`config.mk`:
```
export PLATFORM = sky130hd
export DESIGN_NAME = writeback_stage
export DESIGN_NICKNAME = d
export VERILOG_FILES = /design/src/wb_pkg.sv /design/src/wb_commit.sv /design/src/wb_flow_ctrl.sv /design/src/wb_result_router.sv /design/src/writeback_stage.sv
export SDC_FILE = /design/constraint.sdc
export NUM_CORES = 1
export LEC_CHECK = 0
export BUFFER_PORTS_ARGS = -buffer_cell sky130_fd_sc_hd__buf_2
export CAP_MARGIN = 10
export CELL_PAD_IN_SITES_DETAIL_PLACEMENT = 1
export CELL_PAD_IN_SITES_GLOBAL_PLACEMENT = 2
export CORE_AREA = 2 2 414 416
export DETAILED_ROUTE_END_ITERATION = 12
export DIE_AREA = 0 0 416 418
export GPL_TIMING_DRIVEN = 0
export PLACE_DENSITY = 0.43
export SYNTH_ARGS = -nofsm -noshare
export SYNTH_HDL_FRONTEND = slang
export SYNTH_SLANG_ARGS = --single-unit
export TNS_END_PERCENT = 100
```
`constraint.sdc`:
```
create_clock -name clk -period 1.2 [get_ports clk]
set_input_delay 0.06 -clock clk [delete_from_list [all_inputs] [get_ports clk]]
set_output_delay 0.06 -clock clk [all_outputs]
set_load 0.03 [all_outputs]
```
`src/wb_pkg.sv`:
```
package wb_pkg;

    // datapath widths
    localparam int wb_data_w = 64;  // result slot
    localparam int wb_addr_w = 32;  // eip, fetch lines, memory address
    localparam int wb_uop_w  = 37;  // micro-op control word

    // control word fields
    // any far bit set means eip and cs load together
    localparam logic [wb_uop_w-1:0] uop_far_bits =
        (37'd1 << 36) | (37'd1 << 35) | (37'd1 << 32);
    localparam int uop_halt_bit = 9;
    localparam logic [wb_uop_w-1:0] uop_last_bits = 37'h3;  // both set on last uop
    localparam int uop_idtr_last_bit = 12;

    // memory access size codes
    localparam logic [1:0] msize_byte  = 2'd0;
    localparam logic [1:0] msize_word  = 2'd1;
    localparam logic [1:0] msize_dword = 2'd2;
    localparam logic [1:0] msize_qword = 2'd3;

    // sticky halt latch
    typedef enum logic {
        HALT_RUN,
        HALT_STOPPED
    } halt_state_e;

endpackage

```
`src/wb_commit.sv`:
```
`timescale 1ns/1ps

module wb_commit #(
    parameter int num_slots = 4
) (
    input  logic                 clk,
    input  logic                 reset,
    input  logic                 valid_in,
    input  logic                 wbaq_full,
    input  logic                 instr_is_idtr_orig,
    input  logic                 idtr_servicing,
    input  logic [num_slots-1:0] reg_cand,
    input  logic [num_slots-1:0] seg_cand,
    input  logic [num_slots-1:0] mem_sel,
    input  logic                 ie_pending,
    input  logic [3:0]           ie_cause,
    input  logic                 halt_op,
    input  logic                 last_uop,
    input  logic                 idtr_last,
    output logic                 valid_out,
    output logic                 stall,
    output logic                 mem_ld,
    output logic [num_slots-1:0] reg_ld,
    output logic [num_slots-1:0] seg_ld,
    output logic                 final_ie_val,
    output logic [3:0]           final_ie_type,
    output logic                 instr_is_final_wb,
    output logic                 halts,
    output logic                 halt_flop
);

    import wb_pkg::*;

    halt_state_e halt_state;
    logic        normal_commit;
    logic        idtr_commit;
    logic        ie_report;

    // memory write pending this cycle
    assign mem_ld = valid_in & (|mem_sel);
    assign stall  = wbaq_full & mem_ld;  // address queue has no room

    // idtr originated uops retire even under stall or event
    assign normal_commit = valid_in & ~stall & ~ie_pending;
    assign idtr_commit   = valid_in & instr_is_idtr_orig;
    assign valid_out     = normal_commit | idtr_commit;

    assign reg_ld = reg_cand & {num_slots{valid_out}};
    assign seg_ld = seg_cand & {num_slots{valid_out}};

    // events are held back while the idtr handler runs
    assign ie_report     = valid_in & ~idtr_servicing;
    assign final_ie_val  = ie_pending & ie_report;
    assign final_ie_type = ie_cause & {4{ie_report}};

    assign instr_is_final_wb = valid_in & (last_uop | (idtr_last & instr_is_idtr_orig));

    assign halts = halt_op & valid_out;

    // sticky until reset
    always_ff @(posedge clk) begin
        if (reset) begin
            halt_state <= HALT_RUN;
        end else if (halts) begin
            halt_state <= HALT_STOPPED;
        end
    end

    assign halt_flop = (halt_state == HALT_STOPPED);

endmodule

```
`src/wb_flow_ctrl.sv`:
```
`timescale 1ns/1ps

module wb_flow_ctrl (
    input  logic [wb_pkg::wb_uop_w-1:0]  uop_ctrl,
    input  logic                         valid_in,
    input  logic [wb_pkg::wb_addr_w-1:0] eip_in,
    input  logic [wb_pkg::wb_addr_w-1:0] br_fip,
    input  logic [wb_pkg::wb_addr_w-1:0] br_fip_p1,
    input  logic                         br_taken,
    input  logic                         br_correct,
    input  logic [wb_pkg::wb_addr_w-1:0] slot0_low,  // far target offset
    input  logic                         ie_in,
    input  logic [3:0]                   ie_type,
    input  logic                         interrupt_in,
    input  logic                         valid_out,
    output logic                         far_xfer,
    output logic                         halt_op,
    output logic                         last_uop,
    output logic                         idtr_last,
    output logic [wb_pkg::wb_addr_w-1:0] new_fip_e,
    output logic [wb_pkg::wb_addr_w-1:0] new_fip_o,
    output logic [wb_pkg::wb_addr_w-1:0] new_eip,
    output logic                         is_resteer,
    output logic                         ie_pending,
    output logic [3:0]                   ie_cause
);

    import wb_pkg::*;

    localparam int line_lsb = 4;  // 16 byte fetch lines

    logic [wb_addr_w-1:0] fip_line;
    logic [wb_addr_w-1:0] fip_p1_line;
    logic [wb_addr_w-1:0] target_eip;
    logic                 fip_odd;

    // control word decode
    assign far_xfer  = |(uop_ctrl & uop_far_bits);
    assign halt_op   = uop_ctrl[uop_halt_bit];
    assign last_uop  = (uop_ctrl & uop_last_bits) == uop_last_bits;
    assign idtr_last = uop_ctrl[uop_idtr_last_bit];

    // line aligned copies of both fetch addresses
    assign fip_line    = {br_fip[wb_addr_w-1:line_lsb], {line_lsb{1'b0}}};
    assign fip_p1_line = {br_fip_p1[wb_addr_w-1:line_lsb], {line_lsb{1'b0}}};
    assign fip_odd     = br_fip[line_lsb];

    always_comb begin
        if (fip_odd) begin
            new_fip_e = fip_p1_line;  // next line is the even one
            new_fip_o = fip_line;
        end else begin
            new_fip_e = fip_line;
            new_fip_o = fip_p1_line;
        end
    end

    // far jumps take the offset from slot 0
    assign target_eip = far_xfer ? slot0_low : br_fip;
    assign new_eip    = br_taken ? target_eip : eip_in;

    // redirect fetch on a committed mispredict
    assign is_resteer = valid_in & valid_out & ~br_correct;

    // exception and external interrupt merge
    assign ie_pending = ie_in | interrupt_in;
    assign ie_cause   = {interrupt_in, ie_type[2:0]};  // bit 3 flags interrupt

endmodule

```
`src/wb_result_router.sv`:
```
`timescale 1ns/1ps

module wb_result_router #(
    parameter int num_slots = 4,
    parameter int data_w    = wb_pkg::wb_data_w
) (
    input  logic [num_slots-1:0][data_w-1:0]            slot_data,
    input  logic [num_slots-1:0][wb_pkg::wb_addr_w-1:0] slot_dest,
    input  logic [num_slots-1:0]                        slot_is_reg,
    input  logic [num_slots-1:0]                        slot_is_seg,
    input  logic [num_slots-1:0]                        slot_is_mem,
    input  logic [num_slots-1:0]                        slot_wb,
    input  logic [1:0]                                  inp_size,
    input  logic [3:0]                                  mem_size_ovr,  // one-hot
    input  logic                                        far_xfer,
    output logic [num_slots-1:0][data_w-1:0]            res,
    output logic [1:0]                                  ressize,
    output logic [3*num_slots-1:0]                      reg_addr,
    output logic [3*num_slots-1:0]                      seg_addr,
    output logic [num_slots-1:0]                        reg_cand,
    output logic [num_slots-1:0]                        seg_cand,
    output logic [num_slots-1:0]                        mem_sel,
    output logic [data_w-1:0]                           mem_data,
    output logic [wb_pkg::wb_addr_w-1:0]                mem_addr,
    output logic [1:0]                                  memsize
);

    import wb_pkg::*;

    // cs selector field inside a far pointer
    localparam int sel_lsb = 32;
    localparam int sel_w   = 16;

    logic [1:0] ovr_size;
    logic       ovr_any;

    // slot 0 shrinks to the selector on a far eip/cs load
    always_comb begin
        res = slot_data;
        if (far_xfer) begin
            res[0] = {{(data_w-sel_w){1'b0}}, slot_data[0][sel_lsb +: sel_w]};
        end
    end

    assign ressize = inp_size;

    // 3 bit register index per slot
    always_comb begin
        reg_addr = '0;
        seg_addr = '0;
        for (int i = 0; i < num_slots; i++) begin
            reg_addr[3*i +: 3] = slot_dest[i][2:0];
            seg_addr[3*i +: 3] = slot_dest[i][2:0];
        end
    end

    // ungated, commit adds valid_out
    assign reg_cand = slot_is_reg & slot_wb;
    assign seg_cand = slot_is_seg & slot_wb;
    assign mem_sel  = slot_is_mem & slot_wb;

    // lowest selected slot wins
    always_comb begin
        mem_data = '0;
        mem_addr = '0;
        for (int i = num_slots - 1; i >= 0; i--) begin
            if (mem_sel[i]) begin
                mem_data = slot_data[i];
                mem_addr = slot_dest[i];
            end
        end
    end

    // size override decode
    assign ovr_any = |mem_size_ovr;

    always_comb begin
        if (mem_size_ovr[0]) begin
            ovr_size = msize_byte;
        end else if (mem_size_ovr[1]) begin
            ovr_size = msize_word;
        end else if (mem_size_ovr[2]) begin
            ovr_size = msize_dword;
        end else begin
            ovr_size = msize_qword;
        end
    end

    always_comb begin
        if (ovr_any) begin
            memsize = ovr_size;
        end else if (far_xfer) begin
            memsize = msize_dword;  // offset push is 32 bit
        end else begin
            memsize = inp_size;
        end
    end

endmodule

```
`src/writeback_stage.sv`:
```
`timescale 1ns/1ps

module writeback_stage #(
    parameter int num_slots = 4,
    parameter int data_w    = wb_pkg::wb_data_w
) (
    input  logic                                        clk,
    input  logic                                        reset,
    input  logic                                        valid_in,
    input  logic [wb_pkg::wb_uop_w-1:0]                 uop_ctrl,
    input  logic [wb_pkg::wb_addr_w-1:0]                eip_in,
    input  logic [wb_pkg::wb_addr_w-1:0]                br_fip,
    input  logic [wb_pkg::wb_addr_w-1:0]                br_fip_p1,
    input  logic                                        br_taken,
    input  logic                                        br_correct,
    input  logic                                        ie_in,
    input  logic [3:0]                                  ie_type,
    input  logic                                        interrupt_in,
    input  logic                                        idtr_servicing,
    input  logic                                        instr_is_idtr_orig,
    input  logic                                        wbaq_full,
    input  logic [num_slots-1:0][data_w-1:0]            slot_data,
    input  logic [num_slots-1:0][wb_pkg::wb_addr_w-1:0] slot_dest,
    input  logic [num_slots-1:0]                        slot_is_reg,
    input  logic [num_slots-1:0]                        slot_is_seg,
    input  logic [num_slots-1:0]                        slot_is_mem,
    input  logic [num_slots-1:0]                        slot_wb,
    input  logic [1:0]                                  inp_size,
    input  logic [3:0]                                  mem_size_ovr,
    output logic                                        valid_out,
    output logic                                        stall,
    output logic                                        mem_ld,
    output logic [num_slots-1:0]                        reg_ld,
    output logic [num_slots-1:0]                        seg_ld,
    output logic [num_slots-1:0][data_w-1:0]            res,
    output logic [1:0]                                  ressize,
    output logic [3*num_slots-1:0]                      reg_addr,
    output logic [3*num_slots-1:0]                      seg_addr,
    output logic [data_w-1:0]                           mem_data,
    output logic [wb_pkg::wb_addr_w-1:0]                mem_addr,
    output logic [1:0]                                  memsize,
    output logic [wb_pkg::wb_addr_w-1:0]                new_fip_e,
    output logic [wb_pkg::wb_addr_w-1:0]                new_fip_o,
    output logic [wb_pkg::wb_addr_w-1:0]                new_eip,
    output logic                                        is_resteer,
    output logic                                        final_ie_val,
    output logic [3:0]                                  final_ie_type,
    output logic                                        instr_is_final_wb,
    output logic                                        halts,
    output logic                                        halt_flop
);

    import wb_pkg::*;

    logic                 far_xfer;
    logic                 halt_op;
    logic                 last_uop;
    logic                 idtr_last;
    logic                 ie_pending;
    logic [3:0]           ie_cause;
    logic [num_slots-1:0] reg_cand;
    logic [num_slots-1:0] seg_cand;
    logic [num_slots-1:0] mem_sel;

    wb_flow_ctrl i_flow (
        .uop_ctrl     (uop_ctrl),
        .valid_in     (valid_in),
        .eip_in       (eip_in),
        .br_fip       (br_fip),
        .br_fip_p1    (br_fip_p1),
        .br_taken     (br_taken),
        .br_correct   (br_correct),
        .slot0_low    (slot_data[0][wb_addr_w-1:0]),  // raw slot, not the selector
        .ie_in        (ie_in),
        .ie_type      (ie_type),
        .interrupt_in (interrupt_in),
        .valid_out    (valid_out),
        .far_xfer     (far_xfer),
        .halt_op      (halt_op),
        .last_uop     (last_uop),
        .idtr_last    (idtr_last),
        .new_fip_e    (new_fip_e),
        .new_fip_o    (new_fip_o),
        .new_eip      (new_eip),
        .is_resteer   (is_resteer),
        .ie_pending   (ie_pending),
        .ie_cause     (ie_cause)
    );

    wb_result_router #(
        .num_slots (num_slots),
        .data_w    (data_w)
    ) i_router (
        .slot_data    (slot_data),
        .slot_dest    (slot_dest),
        .slot_is_reg  (slot_is_reg),
        .slot_is_seg  (slot_is_seg),
        .slot_is_mem  (slot_is_mem),
        .slot_wb      (slot_wb),
        .inp_size     (inp_size),
        .mem_size_ovr (mem_size_ovr),
        .far_xfer     (far_xfer),
        .res          (res),
        .ressize      (ressize),
        .reg_addr     (reg_addr),
        .seg_addr     (seg_addr),
        .reg_cand     (reg_cand),
        .seg_cand     (seg_cand),
        .mem_sel      (mem_sel),
        .mem_data     (mem_data),
        .mem_addr     (mem_addr),
        .memsize      (memsize)
    );

    wb_commit #(
        .num_slots (num_slots)
    ) i_commit (
        .clk                (clk),
        .reset              (reset),
        .valid_in           (valid_in),
        .wbaq_full          (wbaq_full),
        .instr_is_idtr_orig (instr_is_idtr_orig),
        .idtr_servicing     (idtr_servicing),
        .reg_cand           (reg_cand),
        .seg_cand           (seg_cand),
        .mem_sel            (mem_sel),
        .ie_pending         (ie_pending),
        .ie_cause           (ie_cause),
        .halt_op            (halt_op),
        .last_uop           (last_uop),
        .idtr_last          (idtr_last),
        .valid_out          (valid_out),
        .stall              (stall),
        .mem_ld             (mem_ld),
        .reg_ld             (reg_ld),
        .seg_ld             (seg_ld),
        .final_ie_val       (final_ie_val),
        .final_ie_type      (final_ie_type),
        .instr_is_final_wb  (instr_is_final_wb),
        .halts              (halts),
        .halt_flop          (halt_flop)
    );

endmodule
```
# After elaboration in Yosys (flattened, before gate mapping)
# Cells that the tools add are included.
# totals
ff_bits	1
in_bits	553
out_inout_bits	496
elab_cells	48
# op_classes
n_eq_ne	1
mux	18
bitwise	25
n_reduce_logical	3
# ops
cell	count
$mux W64	5
$mux W32	8
$and A4 B4 Y4	6
$and A1 B1 Y1	12
$mux W2	4
$reduce_or A4 Y1	2
$not A1 Y1	4
$or A1 B1 Y1	3
$reduce_or A3 Y1	1
$eq A2 B2 Y1 const B	1
$mux W1	1

# Depth between registers and ports, before layout
# logic_depth
ltp_word	10
mapped_depth	6
depth_no_buf	3

# Modules after synthesis
# Synthesis repeated with hierarchy kept, for this count alone.
# unflattened
hier_cells	1029
hier_area_um2	7328.3
# by_module_without_submodules
mod	instances	cells_per_inst	area_per_inst_um2	seq_area_each_um2
wb_result_router	1	768	5411.4	0.0
wb_flow_ctrl	1	234	1712.9	0.0
wb_commit	1	27	203.9	20.0

# Worst setup path before layout
# OpenSTA, ideal clock, no wires.
# synth_path
path_kind	input to output
startpoint	input slot_wb[2]
endpoint	output mem_data[10]
arrival_time_ns	1.428
required_time_ns	1.140
setup_slack_ns	-0.288
path_stages	5
n_path_buf	2
path_cell_list	buf_2 -> nand2_2 -> clkbuf_1 -> a311oi_1 -> o21ai_0
# synth_via
elab_chain_len	4
# synth_rtl
element	line	text
from (decl)	writeback_stage.sv:27	input logic [num_slots-1:0] slot_wb,
$and A4 B4 Y4	wb_result_router.sv:60	assign mem_sel = slot_is_mem & slot_wb;
$mux W64 (3 in series)	wb_result_router.sv:67	if (mem_sel[i]) begin
to (decl)	writeback_stage.sv:39	output logic [data_w-1:0] mem_data,
# No other way between the ends.

# Worst setup path in the final report
# layout_path
startpoint	input slot_is_mem[1]
endpoint	output mem_data[56]
# layout_via
elab_chain_len	3
# layout_rtl
element	line	text
from (decl)	writeback_stage.sv:26	input logic [num_slots-1:0] slot_is_mem,
$and A4 B4 Y4	wb_result_router.sv:60	
$mux W64 (2 in series)	wb_result_router.sv:67	
# No other way between the ends.

==> summary.md <==
| Metric | Value |
|---|---|
| Layout cell share with drive strength beyond 1 | `0.839` |
| P per Cell Area | `between 500 and 600 nW/um^2` |
| Fin crit period | `approximately 1.6 ns` |
| R2R Setup Slk | `0.67 ns` |
| Post-Route Skew | `0 ns` |
| IO Count | `1049` |
| Initial core utilization | `0.0412` |
| WL per Instance | `roughly 27 um` |
| Number of cells on the worst hold path | `2` |
| Slew Viols, Final | `0` |
| Register-to-Register Path Depth | `2` |
| Hold_ws | `roughly 0.28 ns` |
| Place WS | `-2.05 ns` |
| R2R Path Start | `i_commit.halt_flop` |
| Hold-fix buffers at CTS | `0` |
| WS Path Type | `in2out` |
| Fillers | `a little over 20000` |
| Placed insts | `4313` |
| Clk Latency, worst-skew pair | `0 ns` |
| Total Routing Usage GR | `0.127` |
| Iteration-0 DRC Markers | `about 530` |
| CP required | `1.14 ns` |
| Fmax | `approximately 0.64 GHz` |
| Synth Area in Compound Gates | `0.292` |
| Commonest cells in the netlist | `232 x buf_4, 153 x o21ai_0, 108 x nand2_1, 96 x a311oi_1, 96 x and3_1` |
| Worst setup EP type | `primary output` |
| Adder-cell share of the synthesized area | `0` |
| Die span in y | `~420 um` |
| Final WL | `roughly 120000 um` |
| Fin cells | `4412` |
| Worst slew pin tran | `between 0.6 and 0.7 ns` |
| Top cells by area, synth | `buf_4 25%, a311oi_1 12%, mux2_2 11%` |
| Max FFs per register | `1` |
| Synthesized area | `a little under 7000 um^2` |
| CP arrival | `1.50 ns` |
| Yosys top cell area share | `0.250` |
| Simple-gate share of the synthesized area | `0.231` |
| Xor/xnor share of the synthesized area | `0` |
| Worst slew margin | `0.552` |
| Worst VDD drop | `0.000144 V` |
| Die area | `around 170000 um^2` |
| Core region area | `~170000 um^2` |
| Multiplexer share of the synthesized area | `0.159` |
| Worst R2R End | `i_commit.halt_flop` |
| HPWL Detailed | `100000 um` |
| Port bufs | `approximately 1000` |
| Clock-pin transition on the worst setup and hold timing paths | `0 ns` |
| Critical path launch point type | `input port` |
| Post-synth EDFFs | `0` |
| RSZ-0062 raised after global routing | `true` |
| Static Leak | `approximately 9.6 nW` |
| Sequential area share after synthesis | `0.00288` |
| Max-cap violations | `0` |
| DP Area | `roughly 15000 um^2` |
| HP Class | `in2reg` |
| Final hold vios | `0` |
| Layout overhead on the synthesized area | `210%` |
| Die width | `roughly 420 um` |
| Distinct cells, synth | `33` |
| Register bit count reported by yosys | `1` |
| Final setup violation count | `approximately 200` |
| Synth area leader | `buf_4` |
| Largest family of logic cells by synthesized area | `buffers and inverters` |
| Routed vias | `13100` |
| Final Cycle Share | `1.30` |
| Worst Path Max Fanout | `7` |
| Largest net degree at the start of global routing | `11` |
| DRC | `0` |
| Rows | `between 150 and 200` |
| DR pass1 iterations | `5` |
| Mapped Avg Cell Area | `roughly 6.4 um^2` |
| Post-route ant nets | `0` |
| Top-count cell post-synth | `buf_4` |
| Post-Syn Instances | `~1100` |
| Worst Hold End | `i_commit.halt_flop` |
| First-pass GRT wire length | `145000 um` |
| Placer Congestion | `approximately 0.83` |
| Vias per inst | `~3.0` |
| Nets@finish | `between 2000 and 3000` |
| GRT overflow | `0` |
| Hold path start | `reset` |
| Dominant synthesized flop cell | `dfxtp_1` |
| Initial antenna violation count | `63` |
| Async S/R FF share, synth | `0` |
| Status | `complete, but fails checks` |
| Setup WS post-layout | `-0.360 ns` |
| Number of global-route vias before repair | `between 10000 and 15000` |
| Failing checks | `setup timing` |
| Final Cell Area | `approximately 22000 um^2` |
| Synth Warn # | `0` |
==> area by class of cell <==
type                            instances  area (um^2)  area share
Timing Repair Buffer                 1099         8160       0.378
Tap cell                             2218         2780       0.129
Multi-Input combinational cell        753         7310       0.339
Inverter                                1         3.75    0.000174
Antenna cell                            9         22.5     0.00104
Sequential cell                         1         20.0    0.000928
Buffer                                331         3280       0.152
==> placed cells by master (no fill, tap or decap), drive strengths merged, types with 3 or more instances in the layout <==
cell and n:
a21oi 33, mux2i 32, nor3 11, o21ai 193, buf 1353, nand2 109
diode 9, nor2 34, clkbuf 76, conb 8, and3 96, and2 56
nand2b 3, nor2b 3, a311oi 96, mux2 70
==> timing repair <==
item	4_1_cts	5_1_grt
resized for setup	1025	165
setup endpoints to repair	249	211
cloned	30	7
buffers inserted	40	31
pin swaps	210	111
==> per-stage QoR <==
step           utilization  total power, mW  TNS [ns]
2_1_floorplan            -             4.63     -2.24
3_3_place_gp        0.0902             8.57   -334.69
3_5_place_dp        0.0905             8.57   -275.52
4_1_cts              0.122             11.0    -50.47
5_1_grt              0.128             11.7    -53.18
6_report             0.128             11.2    -41.91
==> worst max-delay path: stages <==
cell,delay [ns]
buf_8,0.11
and2_4,0.25
buf_16,0.20
buf_12,0.15
buf_12,0.14
a311oi_4,0.27
o21ai_2,0.13
buf_6,0.16
==> layer usage <==
layer  routed length (um)  global-route usage  up-vias  part of all wire
met3                 7200              0.0285      136             0.061
met5                  428                   0        -            0.0036
met4                 2260              0.0120       64             0.019
met2                63700               0.248      556              0.54
met1                44400               0.141     6428              0.38
li1                     -                   -     5941                 -
==> kinds of logic (layout without fill, tap and decap cells) <==
group | count (synthesis) | count (layout)
buf+inv | 336 | 1431
compound gates | 329 | 329
simple gates | 314 | 314
mux | 102 | 102
other cells | 1 | 17
flops | 1 | 1
==> report_power, final <==
part	internal (mW)	switching [mW]	total, mW
Combinational	4.64	6.52	11.2
Sequential	0.0363	0.000862	0.0372
Clock	0.000000951	0	0.000000951
Total	4.68	6.52	11.2
==> worst max-delay path by stage <==
stage                    from      endpoint  slack [ns]  cells after the start
6_report       slot_is_mem[1]  mem_data[56]       -0.36                      8
5_1_grt          uop_ctrl[32]    new_eip[3]       -0.43                      9
4_1_cts          uop_ctrl[36]    new_eip[4]       -0.41                      8
3_5_place_dp       slot_wb[0]  mem_data[54]       -2.05                      7
3_3_place_gp     uop_ctrl[35]    memsize[0]       -2.27                      6
2_1_floorplan      slot_wb[2]     reg_ld[0]       -0.23                      5
Power figures use the tool's default switching activity.
